<file path="src/common/rv_pkg.sv">
package rv_pkg;

    localparam int xlen       = 32;
    localparam int reg_addr_w = 5;

    localparam logic [xlen-1:0] reset_pc  = '0;
    // ADDI x0, x0, 0
    localparam logic [xlen-1:0] nop_instr = 32'h0000_0013;

    // Major opcodes accepted by the decoder
    localparam logic [6:0] opc_op     = 7'b0110011;
    localparam logic [6:0] opc_op_imm = 7'b0010011;
    localparam logic [6:0] opc_branch = 7'b1100011;
    localparam logic [6:0] opc_jal    = 7'b1101111;
    localparam logic [6:0] opc_store  = 7'b0100011;

    // Execute stage operations
    localparam int uop_w = 5;
    localparam logic [uop_w-1:0] uop_add  = 5'd0;
    localparam logic [uop_w-1:0] uop_sub  = 5'd1;
    localparam logic [uop_w-1:0] uop_and  = 5'd2;
    localparam logic [uop_w-1:0] uop_or   = 5'd3;
    localparam logic [uop_w-1:0] uop_xor  = 5'd4;
    localparam logic [uop_w-1:0] uop_sll  = 5'd5;
    localparam logic [uop_w-1:0] uop_srl  = 5'd6;
    localparam logic [uop_w-1:0] uop_sra  = 5'd7;
    localparam logic [uop_w-1:0] uop_slt  = 5'd8;
    localparam logic [uop_w-1:0] uop_sltu = 5'd9;
    localparam logic [uop_w-1:0] uop_beq  = 5'd10;
    localparam logic [uop_w-1:0] uop_bne  = 5'd11;
    localparam logic [uop_w-1:0] uop_blt  = 5'd12;
    localparam logic [uop_w-1:0] uop_bge  = 5'd13;
    localparam logic [uop_w-1:0] uop_jal  = 5'd14;
    localparam logic [uop_w-1:0] uop_sw   = 5'd15;

    typedef struct packed {
        logic [6:0]            funct7;
        logic [reg_addr_w-1:0] rs2;
        logic [reg_addr_w-1:0] rs1;
        logic [2:0]            funct3;
        logic [reg_addr_w-1:0] rd;
        logic [6:0]            opcode;
    } rv_r_t;

    typedef struct packed {
        logic [11:0]           imm;
        logic [reg_addr_w-1:0] rs1;
        logic [2:0]            funct3;
        logic [reg_addr_w-1:0] rd;
        logic [6:0]            opcode;
    } rv_i_t;

    typedef struct packed {
        logic [6:0]            imm_11_5;
        logic [reg_addr_w-1:0] rs2;
        logic [reg_addr_w-1:0] rs1;
        logic [2:0]            funct3;
        logic [4:0]            imm_4_0;
        logic [6:0]            opcode;
    } rv_s_t;

    typedef struct packed {
        logic                  imm_12;
        logic [5:0]            imm_10_5;
        logic [reg_addr_w-1:0] rs2;
        logic [reg_addr_w-1:0] rs1;
        logic [2:0]            funct3;
        logic [3:0]            imm_4_1;
        logic                  imm_11;
        logic [6:0]            opcode;
    } rv_b_t;

    // One instruction word, four ways of reading it
    typedef union packed {
        rv_r_t r;
        rv_i_t i;
        rv_s_t s;
        rv_b_t b;
    } rv_instr_u;

endpackage

</file>
<file path="src/common/rv_stage_if.sv">
`timescale 1ns/10ps

// Front end to operand stage
interface decode_if;
    logic                          valid;
    logic [rv_pkg::uop_w-1:0]      uop;
    logic [rv_pkg::reg_addr_w-1:0] rd;
    logic                          rd_valid;
    logic [rv_pkg::reg_addr_w-1:0] rs1;
    logic [rv_pkg::reg_addr_w-1:0] rs2;
    logic [rv_pkg::xlen-1:0]       imm;
    logic [rv_pkg::xlen-1:0]       pc;

    modport producer (output valid, uop, rd, rd_valid, rs1, rs2, imm, pc);
    modport consumer (input valid, uop, rd, rd_valid, rs1, rs2, imm, pc);
endinterface

// Operand stage to execute stage
interface issue_if;
    logic                          valid;
    logic [rv_pkg::uop_w-1:0]      uop;
    logic [rv_pkg::reg_addr_w-1:0] rd;
    logic                          rd_valid;
    logic [rv_pkg::xlen-1:0]       rs1_value;
    logic [rv_pkg::xlen-1:0]       rs2_value;
    logic [rv_pkg::xlen-1:0]       imm;
    logic [rv_pkg::xlen-1:0]       pc;

    modport producer (output valid, uop, rd, rd_valid, rs1_value, rs2_value, imm, pc);
    modport consumer (input valid, uop, rd, rd_valid, rs1_value, rs2_value, imm, pc);
endinterface

</file>
<file path="src/execute/rv_execute.sv">
`timescale 1ns/10ps

module rv_execute (
    input  logic                          clk,
    input  logic                          arst_n,
    issue_if.consumer                     iss,
    output logic                          wb_en,
    output logic [rv_pkg::reg_addr_w-1:0] wb_rd,
    output logic [rv_pkg::xlen-1:0]       wb_data,
    output logic                          redirect,
    output logic [rv_pkg::xlen-1:0]       redirect_pc,
    output logic                          mem_wr_en,
    output logic [rv_pkg::xlen-1:0]       mem_wr_addr,
    output logic [rv_pkg::xlen-1:0]       mem_wr_data
);

    logic [rv_pkg::xlen-1:0] op_a;
    logic [rv_pkg::xlen-1:0] op_b;
    logic [4:0]              shamt;
    logic [rv_pkg::xlen-1:0] result;
    logic                    taken;
    logic                    is_store;

    assign op_a = iss.rs1_value;
    // Immediate forms arrive with rs2 as x0, so a zero imm means register form
    assign op_b  = (iss.imm != '0) ? iss.imm : iss.rs2_value;
    assign shamt = op_b[4:0];

    always_comb begin
        case (iss.uop)
            rv_pkg::uop_add:  result = op_a + op_b;
            rv_pkg::uop_sub:  result = op_a - op_b;
            rv_pkg::uop_and:  result = op_a & op_b;
            rv_pkg::uop_or:   result = op_a | op_b;
            rv_pkg::uop_xor:  result = op_a ^ op_b;
            rv_pkg::uop_sll:  result = op_a << shamt;
            rv_pkg::uop_srl:  result = op_a >> shamt;
            rv_pkg::uop_sra:  result = $signed(op_a) >>> shamt;
            rv_pkg::uop_slt:  result = {31'd0, $signed(op_a) < $signed(op_b)};
            rv_pkg::uop_sltu: result = {31'd0, op_a < op_b};
            // Link value
            rv_pkg::uop_jal:  result = iss.pc + 32'd4;
            default:          result = '0;
        endcase
    end

    always_comb begin
        case (iss.uop)
            rv_pkg::uop_beq: taken = iss.rs1_value == iss.rs2_value;
            rv_pkg::uop_bne: taken = iss.rs1_value != iss.rs2_value;
            rv_pkg::uop_blt: taken = $signed(iss.rs1_value) < $signed(iss.rs2_value);
            rv_pkg::uop_bge: taken = $signed(iss.rs1_value) >= $signed(iss.rs2_value);
            rv_pkg::uop_jal: taken = 1'b1;
            default:         taken = 1'b0;
        endcase
    end

    assign redirect    = iss.valid && taken;
    assign redirect_pc = iss.pc + iss.imm;

    assign wb_en   = iss.valid && iss.rd_valid;
    assign wb_rd   = iss.rd;
    assign wb_data = result;

    assign is_store = iss.valid && iss.uop == rv_pkg::uop_sw;

    always_ff @(posedge clk or negedge arst_n) begin
        if (!arst_n)
            mem_wr_en <= 1'b0;
        else
            mem_wr_en <= is_store;
    end

    always_ff @(posedge clk) begin
        if (is_store) begin
            mem_wr_addr <= iss.rs1_value + iss.imm;
            mem_wr_data <= iss.rs2_value;
        end
    end

    // A store never carries a destination register
    a_store_no_wb: assert property (
        @(posedge clk) disable iff (!arst_n)
        wb_en |=> !mem_wr_en
    );

endmodule

</file>
<file path="src/frontend/rv_fetch_decode.sv">
`timescale 1ns/10ps

module rv_fetch_decode (
    input  logic                    clk,
    input  logic                    arst_n,
    input  logic [rv_pkg::xlen-1:0] instr,
    input  logic                    redirect,
    input  logic [rv_pkg::xlen-1:0] redirect_pc,
    output logic [rv_pkg::xlen-1:0] pc,
    decode_if.producer              dec
);

    logic                    fetch_valid;
    logic [rv_pkg::xlen-1:0] fetch_word;
    logic [rv_pkg::xlen-1:0] fetch_pc;
    rv_pkg::rv_instr_u       iw;

    always_ff @(posedge clk or negedge arst_n) begin
        if (!arst_n) begin
            pc          <= rv_pkg::reset_pc;
            fetch_valid <= 1'b0;
        end else begin
            pc          <= redirect ? redirect_pc : pc + 32'd4;
            fetch_valid <= !redirect;
        end
    end

    always_ff @(posedge clk) begin
        fetch_word <= redirect ? rv_pkg::nop_instr : instr;
        fetch_pc   <= pc;
    end

    assign iw     = fetch_word;
    assign dec.pc = fetch_pc;

    // Immediate forms read x0 as rs2, register forms carry a zero immediate
    always_comb begin
        dec.valid    = 1'b0;
        dec.uop      = rv_pkg::uop_add;
        dec.rd       = iw.r.rd;
        dec.rd_valid = 1'b0;
        dec.rs1      = iw.r.rs1;
        dec.rs2      = iw.r.rs2;
        dec.imm      = '0;
        case (iw.r.opcode)
            rv_pkg::opc_op: begin
                dec.valid    = fetch_valid && (iw.r.funct7 == 7'h00 ||
                               (iw.r.funct7 == 7'h20 &&
                                (iw.r.funct3 == 3'b000 || iw.r.funct3 == 3'b101)));
                dec.rd_valid = iw.r.rd != '0;
                case (iw.r.funct3)
                    3'b000:  dec.uop = iw.r.funct7[5] ? rv_pkg::uop_sub : rv_pkg::uop_add;
                    3'b001:  dec.uop = rv_pkg::uop_sll;
                    3'b010:  dec.uop = rv_pkg::uop_slt;
                    3'b011:  dec.uop = rv_pkg::uop_sltu;
                    3'b100:  dec.uop = rv_pkg::uop_xor;
                    3'b101:  dec.uop = iw.r.funct7[5] ? rv_pkg::uop_sra : rv_pkg::uop_srl;
                    3'b110:  dec.uop = rv_pkg::uop_or;
                    default: dec.uop = rv_pkg::uop_and;
                endcase
            end
            rv_pkg::opc_op_imm: begin
                dec.valid    = fetch_valid;
                dec.rd_valid = iw.i.rd != '0;
                dec.rs2      = '0;
                dec.imm      = {{20{iw.i.imm[11]}}, iw.i.imm};
                case (iw.i.funct3)
                    3'b000:  dec.uop = rv_pkg::uop_add;
                    3'b001:  dec.uop = rv_pkg::uop_sll;
                    3'b010:  dec.uop = rv_pkg::uop_slt;
                    3'b011:  dec.uop = rv_pkg::uop_sltu;
                    3'b100:  dec.uop = rv_pkg::uop_xor;
                    3'b101:  dec.uop = iw.r.funct7[5] ? rv_pkg::uop_sra : rv_pkg::uop_srl;
                    3'b110:  dec.uop = rv_pkg::uop_or;
                    default: dec.uop = rv_pkg::uop_and;
                endcase
            end
            rv_pkg::opc_branch: begin
                dec.imm = {{19{iw.b.imm_12}}, iw.b.imm_12, iw.b.imm_11,
                           iw.b.imm_10_5, iw.b.imm_4_1, 1'b0};
                case (iw.b.funct3)
                    3'b000: begin
                        dec.valid = fetch_valid;
                        dec.uop   = rv_pkg::uop_beq;
                    end
                    3'b001: begin
                        dec.valid = fetch_valid;
                        dec.uop   = rv_pkg::uop_bne;
                    end
                    3'b100: begin
                        dec.valid = fetch_valid;
                        dec.uop   = rv_pkg::uop_blt;
                    end
                    3'b101: begin
                        dec.valid = fetch_valid;
                        dec.uop   = rv_pkg::uop_bge;
                    end
                    default: dec.valid = 1'b0;
                endcase
            end
            rv_pkg::opc_jal: begin
                dec.valid    = fetch_valid;
                dec.uop      = rv_pkg::uop_jal;
                dec.rd_valid = iw.i.rd != '0;
                // J-format bits land in the I view fields
                dec.imm      = {{11{iw.i.imm[11]}}, iw.i.imm[11], iw.i.rs1, iw.i.funct3,
                                iw.i.imm[0], iw.i.imm[10:1], 1'b0};
            end
            rv_pkg::opc_store: begin
                dec.valid = fetch_valid && iw.s.funct3 == 3'b010;
                dec.uop   = rv_pkg::uop_sw;
                dec.imm   = {{20{iw.s.imm_11_5[6]}}, iw.s.imm_11_5, iw.s.imm_4_0};
            end
            default: dec.valid = 1'b0;
        endcase
    end

    a_redirect_aligned: assert property (
        @(posedge clk) disable iff (!arst_n)
        redirect |-> redirect_pc[1:0] == 2'b00
    );

endmodule

</file>
<file path="src/logic/rv_core.sv">
`timescale 1ns/10ps

module rv_core (
    input  logic                    clk,
    input  logic                    arst_n,
    input  logic [rv_pkg::xlen-1:0] instr,
    output logic [rv_pkg::xlen-1:0] pc,
    output logic                    mem_wr_en,
    output logic [rv_pkg::xlen-1:0] mem_wr_addr,
    output logic [rv_pkg::xlen-1:0] mem_wr_data
);

    logic                          wb_en;
    logic [rv_pkg::reg_addr_w-1:0] wb_rd;
    logic [rv_pkg::xlen-1:0]       wb_data;
    logic                          redirect;
    logic [rv_pkg::xlen-1:0]       redirect_pc;

    decode_if dec_link ();
    issue_if  iss_link ();

    rv_fetch_decode fetch_decode_inst0 (
        .clk         (clk),
        .arst_n      (arst_n),
        .instr       (instr),
        .redirect    (redirect),
        .redirect_pc (redirect_pc),
        .pc          (pc),
        .dec         (dec_link.producer)
    );

    rv_operand_stage operand_stage_inst0 (
        .clk      (clk),
        .arst_n   (arst_n),
        .dec      (dec_link.consumer),
        .wb_en    (wb_en),
        .wb_rd    (wb_rd),
        .wb_data  (wb_data),
        .redirect (redirect),
        .iss      (iss_link.producer)
    );

    rv_execute execute_inst0 (
        .clk         (clk),
        .arst_n      (arst_n),
        .iss         (iss_link.consumer),
        .wb_en       (wb_en),
        .wb_rd       (wb_rd),
        .wb_data     (wb_data),
        .redirect    (redirect),
        .redirect_pc (redirect_pc),
        .mem_wr_en   (mem_wr_en),
        .mem_wr_addr (mem_wr_addr),
        .mem_wr_data (mem_wr_data)
    );

endmodule

</file>
<file path="src/logic/rv_operand_stage.sv">
`timescale 1ns/10ps

module rv_operand_stage (
    input  logic                          clk,
    input  logic                          arst_n,
    decode_if.consumer                    dec,
    input  logic                          wb_en,
    input  logic [rv_pkg::reg_addr_w-1:0] wb_rd,
    input  logic [rv_pkg::xlen-1:0]       wb_data,
    input  logic                          redirect,
    issue_if.producer                     iss
);

    logic [rv_pkg::xlen-1:0] regs [1:31];
    logic [rv_pkg::xlen-1:0] rs1_value;
    logic [rv_pkg::xlen-1:0] rs2_value;

    // x0 is hard zero, a same-cycle write passes straight through
    function automatic logic [rv_pkg::xlen-1:0] read_port(
        input logic [rv_pkg::reg_addr_w-1:0] idx
    );
        if (idx == '0)
            return '0;
        else if (wb_en && wb_rd == idx)
            return wb_data;
        else
            return regs[idx];
    endfunction

    always_ff @(posedge clk) begin
        if (wb_en)
            regs[wb_rd] <= wb_data;
    end

    always_comb begin
        rs1_value = read_port(dec.rs1);
        rs2_value = read_port(dec.rs2);
    end

    always_ff @(posedge clk or negedge arst_n) begin
        if (!arst_n)
            iss.valid <= 1'b0;
        else
            iss.valid <= dec.valid && !redirect;
    end

    always_ff @(posedge clk) begin
        iss.uop       <= dec.uop;
        iss.rd        <= dec.rd;
        iss.rd_valid  <= dec.rd_valid;
        iss.rs1_value <= rs1_value;
        iss.rs2_value <= rs2_value;
        iss.imm       <= dec.imm;
        iss.pc        <= dec.pc;
    end

    a_no_x0_write: assert property (
        @(posedge clk) disable iff (!arst_n)
        wb_en |-> wb_rd != '0
    );

endmodule

</file>
<file path="config.mk">
export PLATFORM = sky130hd
export DESIGN_NAME = rv_core
export DESIGN_NICKNAME = d
export VERILOG_FILES = /design/src/common/rv_pkg.sv /design/src/common/rv_stage_if.sv /design/src/execute/rv_execute.sv /design/src/frontend/rv_fetch_decode.sv /design/src/logic/rv_core.sv /design/src/logic/rv_operand_stage.sv
export SDC_FILE = /design/constraint.sdc
export NUM_CORES = 2
export LEC_CHECK = 0
export ABC_AREA = 1
export BUFFER_PORTS_ARGS = -buffer_cell sky130_fd_sc_hd__buf_2
export CAP_MARGIN = 30
export CORE_ASPECT_RATIO = 1.1
export CORE_UTILIZATION = 37
export CTS_BUF_LIST = sky130_fd_sc_hd__clkbuf_16
export CTS_CLUSTER_DIAMETER = 40
export CTS_CLUSTER_SIZE = 20
export DETAILED_ROUTE_END_ITERATION = 8
export SYNTH_ARGS = -nofsm -noshare
export SYNTH_HDL_FRONTEND = slang
export SYNTH_SLANG_ARGS = --single-unit
</file>
<file path="constraint.sdc">
create_clock -name clk -period 8.2 [get_ports clk]
set_clock_uncertainty 0.2 [all_clocks]
set_input_delay 0.82 -clock clk [delete_from_list [all_inputs] [get_ports clk]]
set_output_delay 0.82 -clock clk [all_outputs]
set_load 0.02 [all_outputs]
</file>
==> results.toml <==
[clocking]
numCtsBuffers = 181
clk_latency_ps = 860
clk_pin_slew_worst_paths_ps = 60
clockBufferDepth = 3
htreeDepth = 4
cts.sinks = 1282
cts_root_buf = "clkbuf_16"
cts_tree = "built"
cts.repair.resized = 0

[synth]
synthArstFlopShare = 0.02730
yosysUniqueCellTypes = 76
syn_area_per_cell_um2 = 8.598
ys_warn_count = 0
syn-instance-count = 8339
seq_area_frac_synth = 0.5078
syn-num-nets = 8569
synth_edf_count = 1056
synth-seq-cells = 1282
syn_area_um2 = 71700
synthFlopType = "edfxtp_1"

[finish]
drive_above_1_share = 0.09066
area_growth_syn_to_layout_pct = 14.26
final_common_cell = "o21ai_0"
layout.nets = 8544
stdcell_count = 11040
final_cell_mix = "o21ai_0 (1,219), nand2_1 (1,117), nor2_1 (1,106)"

[floorplanning]
dieArea_um2 = 195600
initial_utilization = 0.3722
num_io_pins = 131
fp.dieW_um = 421.7
coreArea_um2 = 192600
num_rows = 169
die_y_um = 463.7

[timing]
fin_crit_sh = 0.7275
relSlewSlack = 0.1972
min_period_ps = 5965
worst_pin_slew_ps = 1199
setup_ws_ps = 2235
setup_viol = 0
hold_ws_ps = 37.05
report.final.hold_viol_count = 0
setup-tns-final_ps = 0
max_freq_ghz = 0.1676
rsz0062_at_grt = "no"
finalMaxSlewViolations = 0

[drt]
wl_per_cell_um = 30.94
first_pass_iters = 7
drt_wl_total_um = 341600
drtAntennaViolNets = 0
drc_errors = 0
via_per_inst = 6.235
drt_iter0_markers = 10630
via_count = 68840

[global_route]
grt_overflow_total = 0
grt_max_degree = 216
grt_pass1_vias = 63920
grt_usage = 0.3362
grt_pass1_wl_um = 473500
antenna_found_initial = 9

[placement]
dp_hpwl_um = 215800
dp_cells = 10670
port_buffers = 130
place_ws_ps = 2405
place.gp.congestion = 1.096

[power]
total_power_mw = 20.84
combPwrFrac = 0.235
swShare = 0.3444
pwr-share-clk = 0.378
p_leak_nw = 31.26
p_seq_frac = 0.386
power_density_nw_per_um2 = 254.4
vdd_drop_max_mv = 0.2379
p_switching_mw = 7.178
p_int_mw = 13.67

[status]
status = "finished clean"

[critical_path]
crit_fanout = 31
crit_type = "flip-flop to flip-flop"
arrival_ps = 6080
critPathRequiredTime_ps = 8310
worstSetupStartpointType = "flip-flop"
cp-end-kind = "flip-flop"

[flow_run]
drv_cap = 0

[min_path]
hold_path.class = "input pin to flip-flop"
==> synthesized netlist by cell type (11+ instances only) <==
master	n	share of area
a31oi_1	37	0.0032
nand3_1	631	0.044
o21ai_1	35	0.0024
nand2_1	1120	0.059
o21a_1	35	0.0037
xnor2_1	38	0.0046
dfxtp_1	191	0.053
ha_1	193	0.034
o21ai_0	1219	0.085
buf_2	121	0.0084
inv_2	15	0.00079
o211ai_1	130	0.014
o2111ai_1	20	0.0024
buf_1	32	0.0017
dfrtp_1	35	0.012
edfxtp_1	1056	0.44
a21oi_1	575	0.040
o221ai_1	129	0.016
nor2_1	1144	0.060
inv_1	637	0.033
nor3_1	54	0.0038
a41oi_1	16	0.0020
o31ai_1	11	0.0012
nand3_2	28	0.0039
xor2_1	64	0.0078
nor2_2	18	0.0016
clkbuf_1	349	0.018
nor4_1	15	0.0013
a221oi_1	29	0.0035
nand4_1	37	0.0032
o22ai_1	156	0.014
==> what timing repair did <==
item | CTS | global route
hold buffers | 15 | 0
endpoints found under the hold margin | 49 | 0
setup buffers | 0 | 0
==> critical path, cell delays in order, from the launching register on <==
cell and delay, ps:
dfxtp_1 400, nor2_2 150, nand2_2 70, nor2_4 260, nand3_2 330, buf_4 350, nand2_1 360, o21ai_0 260
ha_1 750, nand2_1 240, o21ai_0 240, nor2_1 70, a21oi_1 210, nand2_1 70, nand2_1 90, nor2_1 60
nor3_2 520, nand2_1 750
==> metal layers <==
metal,share of wire,GRT usage,up-vias
met5,0.00020,0,-
met4,0.074,0.2142,12
met3,0.11,0.07630,1094
met2,0.44,0.5254,4840
met1,0.37,0.4188,33450
li1,-,-,29440
==> stage by stage <==
| stage | cell area (µm²) | util |
|---|---|---|
| 2_1_floorplan | 71700 | - |
| 3_5_place_dp | 75430 | 0.3916 |
| 4_1_cts | 81750 | 0.4244 |
| 5_1_grt | 81920 | 0.4253 |
| 3_3_place_gp | 74870 | 0.3887 |
| 6_report | 81930 | 0.4253 |
==> worst paths after layout <==
kind	startpoint	end	slack [ps]	cells after the start
max reg2reg	operand_stage_inst0.iss.imm[19]	operand_stage_inst0.regs[27][26]	2230	17
min	instr[3]	fetch_decode_inst0.fetch_word[3]	40	3
min in group asynchronous	arst_n	fetch_decode_inst0.pc[1]	120	2
max	operand_stage_inst0.iss.imm[19]	operand_stage_inst0.regs[27][26]	2230	17
max in group asynchronous	arst_n	fetch_decode_inst0.pc[12]	7240	3
min reg2reg	fetch_decode_inst0.dec.pc[8]	operand_stage_inst0.iss.pc[8]	120	0
==> power groups by stage <==
stage / Combinational [mW] / Sequential [mW] / Clock, mW
after detailed placement: 4.69 / 8.18 / 0
after floorplan: 2.69 / 8.11 / 0
after global placement: 4.47 / 8.21 / 0
final: 4.91 / 8.05 / 7.88
after global routing: 5.17 / 8.05 / 8.20
after CTS: 4.71 / 8.05 / 7.94
==> state kept, by name, indices dropped and copies added (netlist names), 4 cells and up <==
register	count
execute_inst0.mem_wr_addr	32
execute_inst0.mem_wr_data	32
fetch_decode_inst0.dec.pc	32
fetch_decode_inst0.fetch_word	32
fetch_decode_inst0.pc	32
operand_stage_inst0.iss.imm	21
operand_stage_inst0.iss.pc	32
operand_stage_inst0.iss.rd	5
operand_stage_inst0.iss.rs1_value	32
operand_stage_inst0.iss.rs2_value	32
operand_stage_inst0.iss.uop	4
operand_stage_inst0.regs	992
==> cell families (layout without fill, tap and decap cells) <==
family | after synthesis | count (layout) | share of synthesized area
compound gates | 2469 | 2469 | 0.1957
flops | 1282 | 1282 | 0.5078
mux | 9 | 9 | 0.001256
simple gates | 3097 | 3097 | 0.1827
buf+inv | 1184 | 1316 | 0.06563
xor+xnor | 102 | 102 | 0.01246
fa+ha+maj | 196 | 196 | 0.03452
other cells | 0 | 4 | 0
==> area by class of cell <==
cell class	instances	area (µm²)
diodes	4	10.01
clock buffers	185	4629
clock inverters	155	1544
fillers	18650	110700
inverters	661	2516
multi-input cells	5873	30900
flip-flops and latches	1282	36420
well taps	2565	3209
repair buffers	315	2695
No activity file was read; power rests on OpenSTA's default activity.
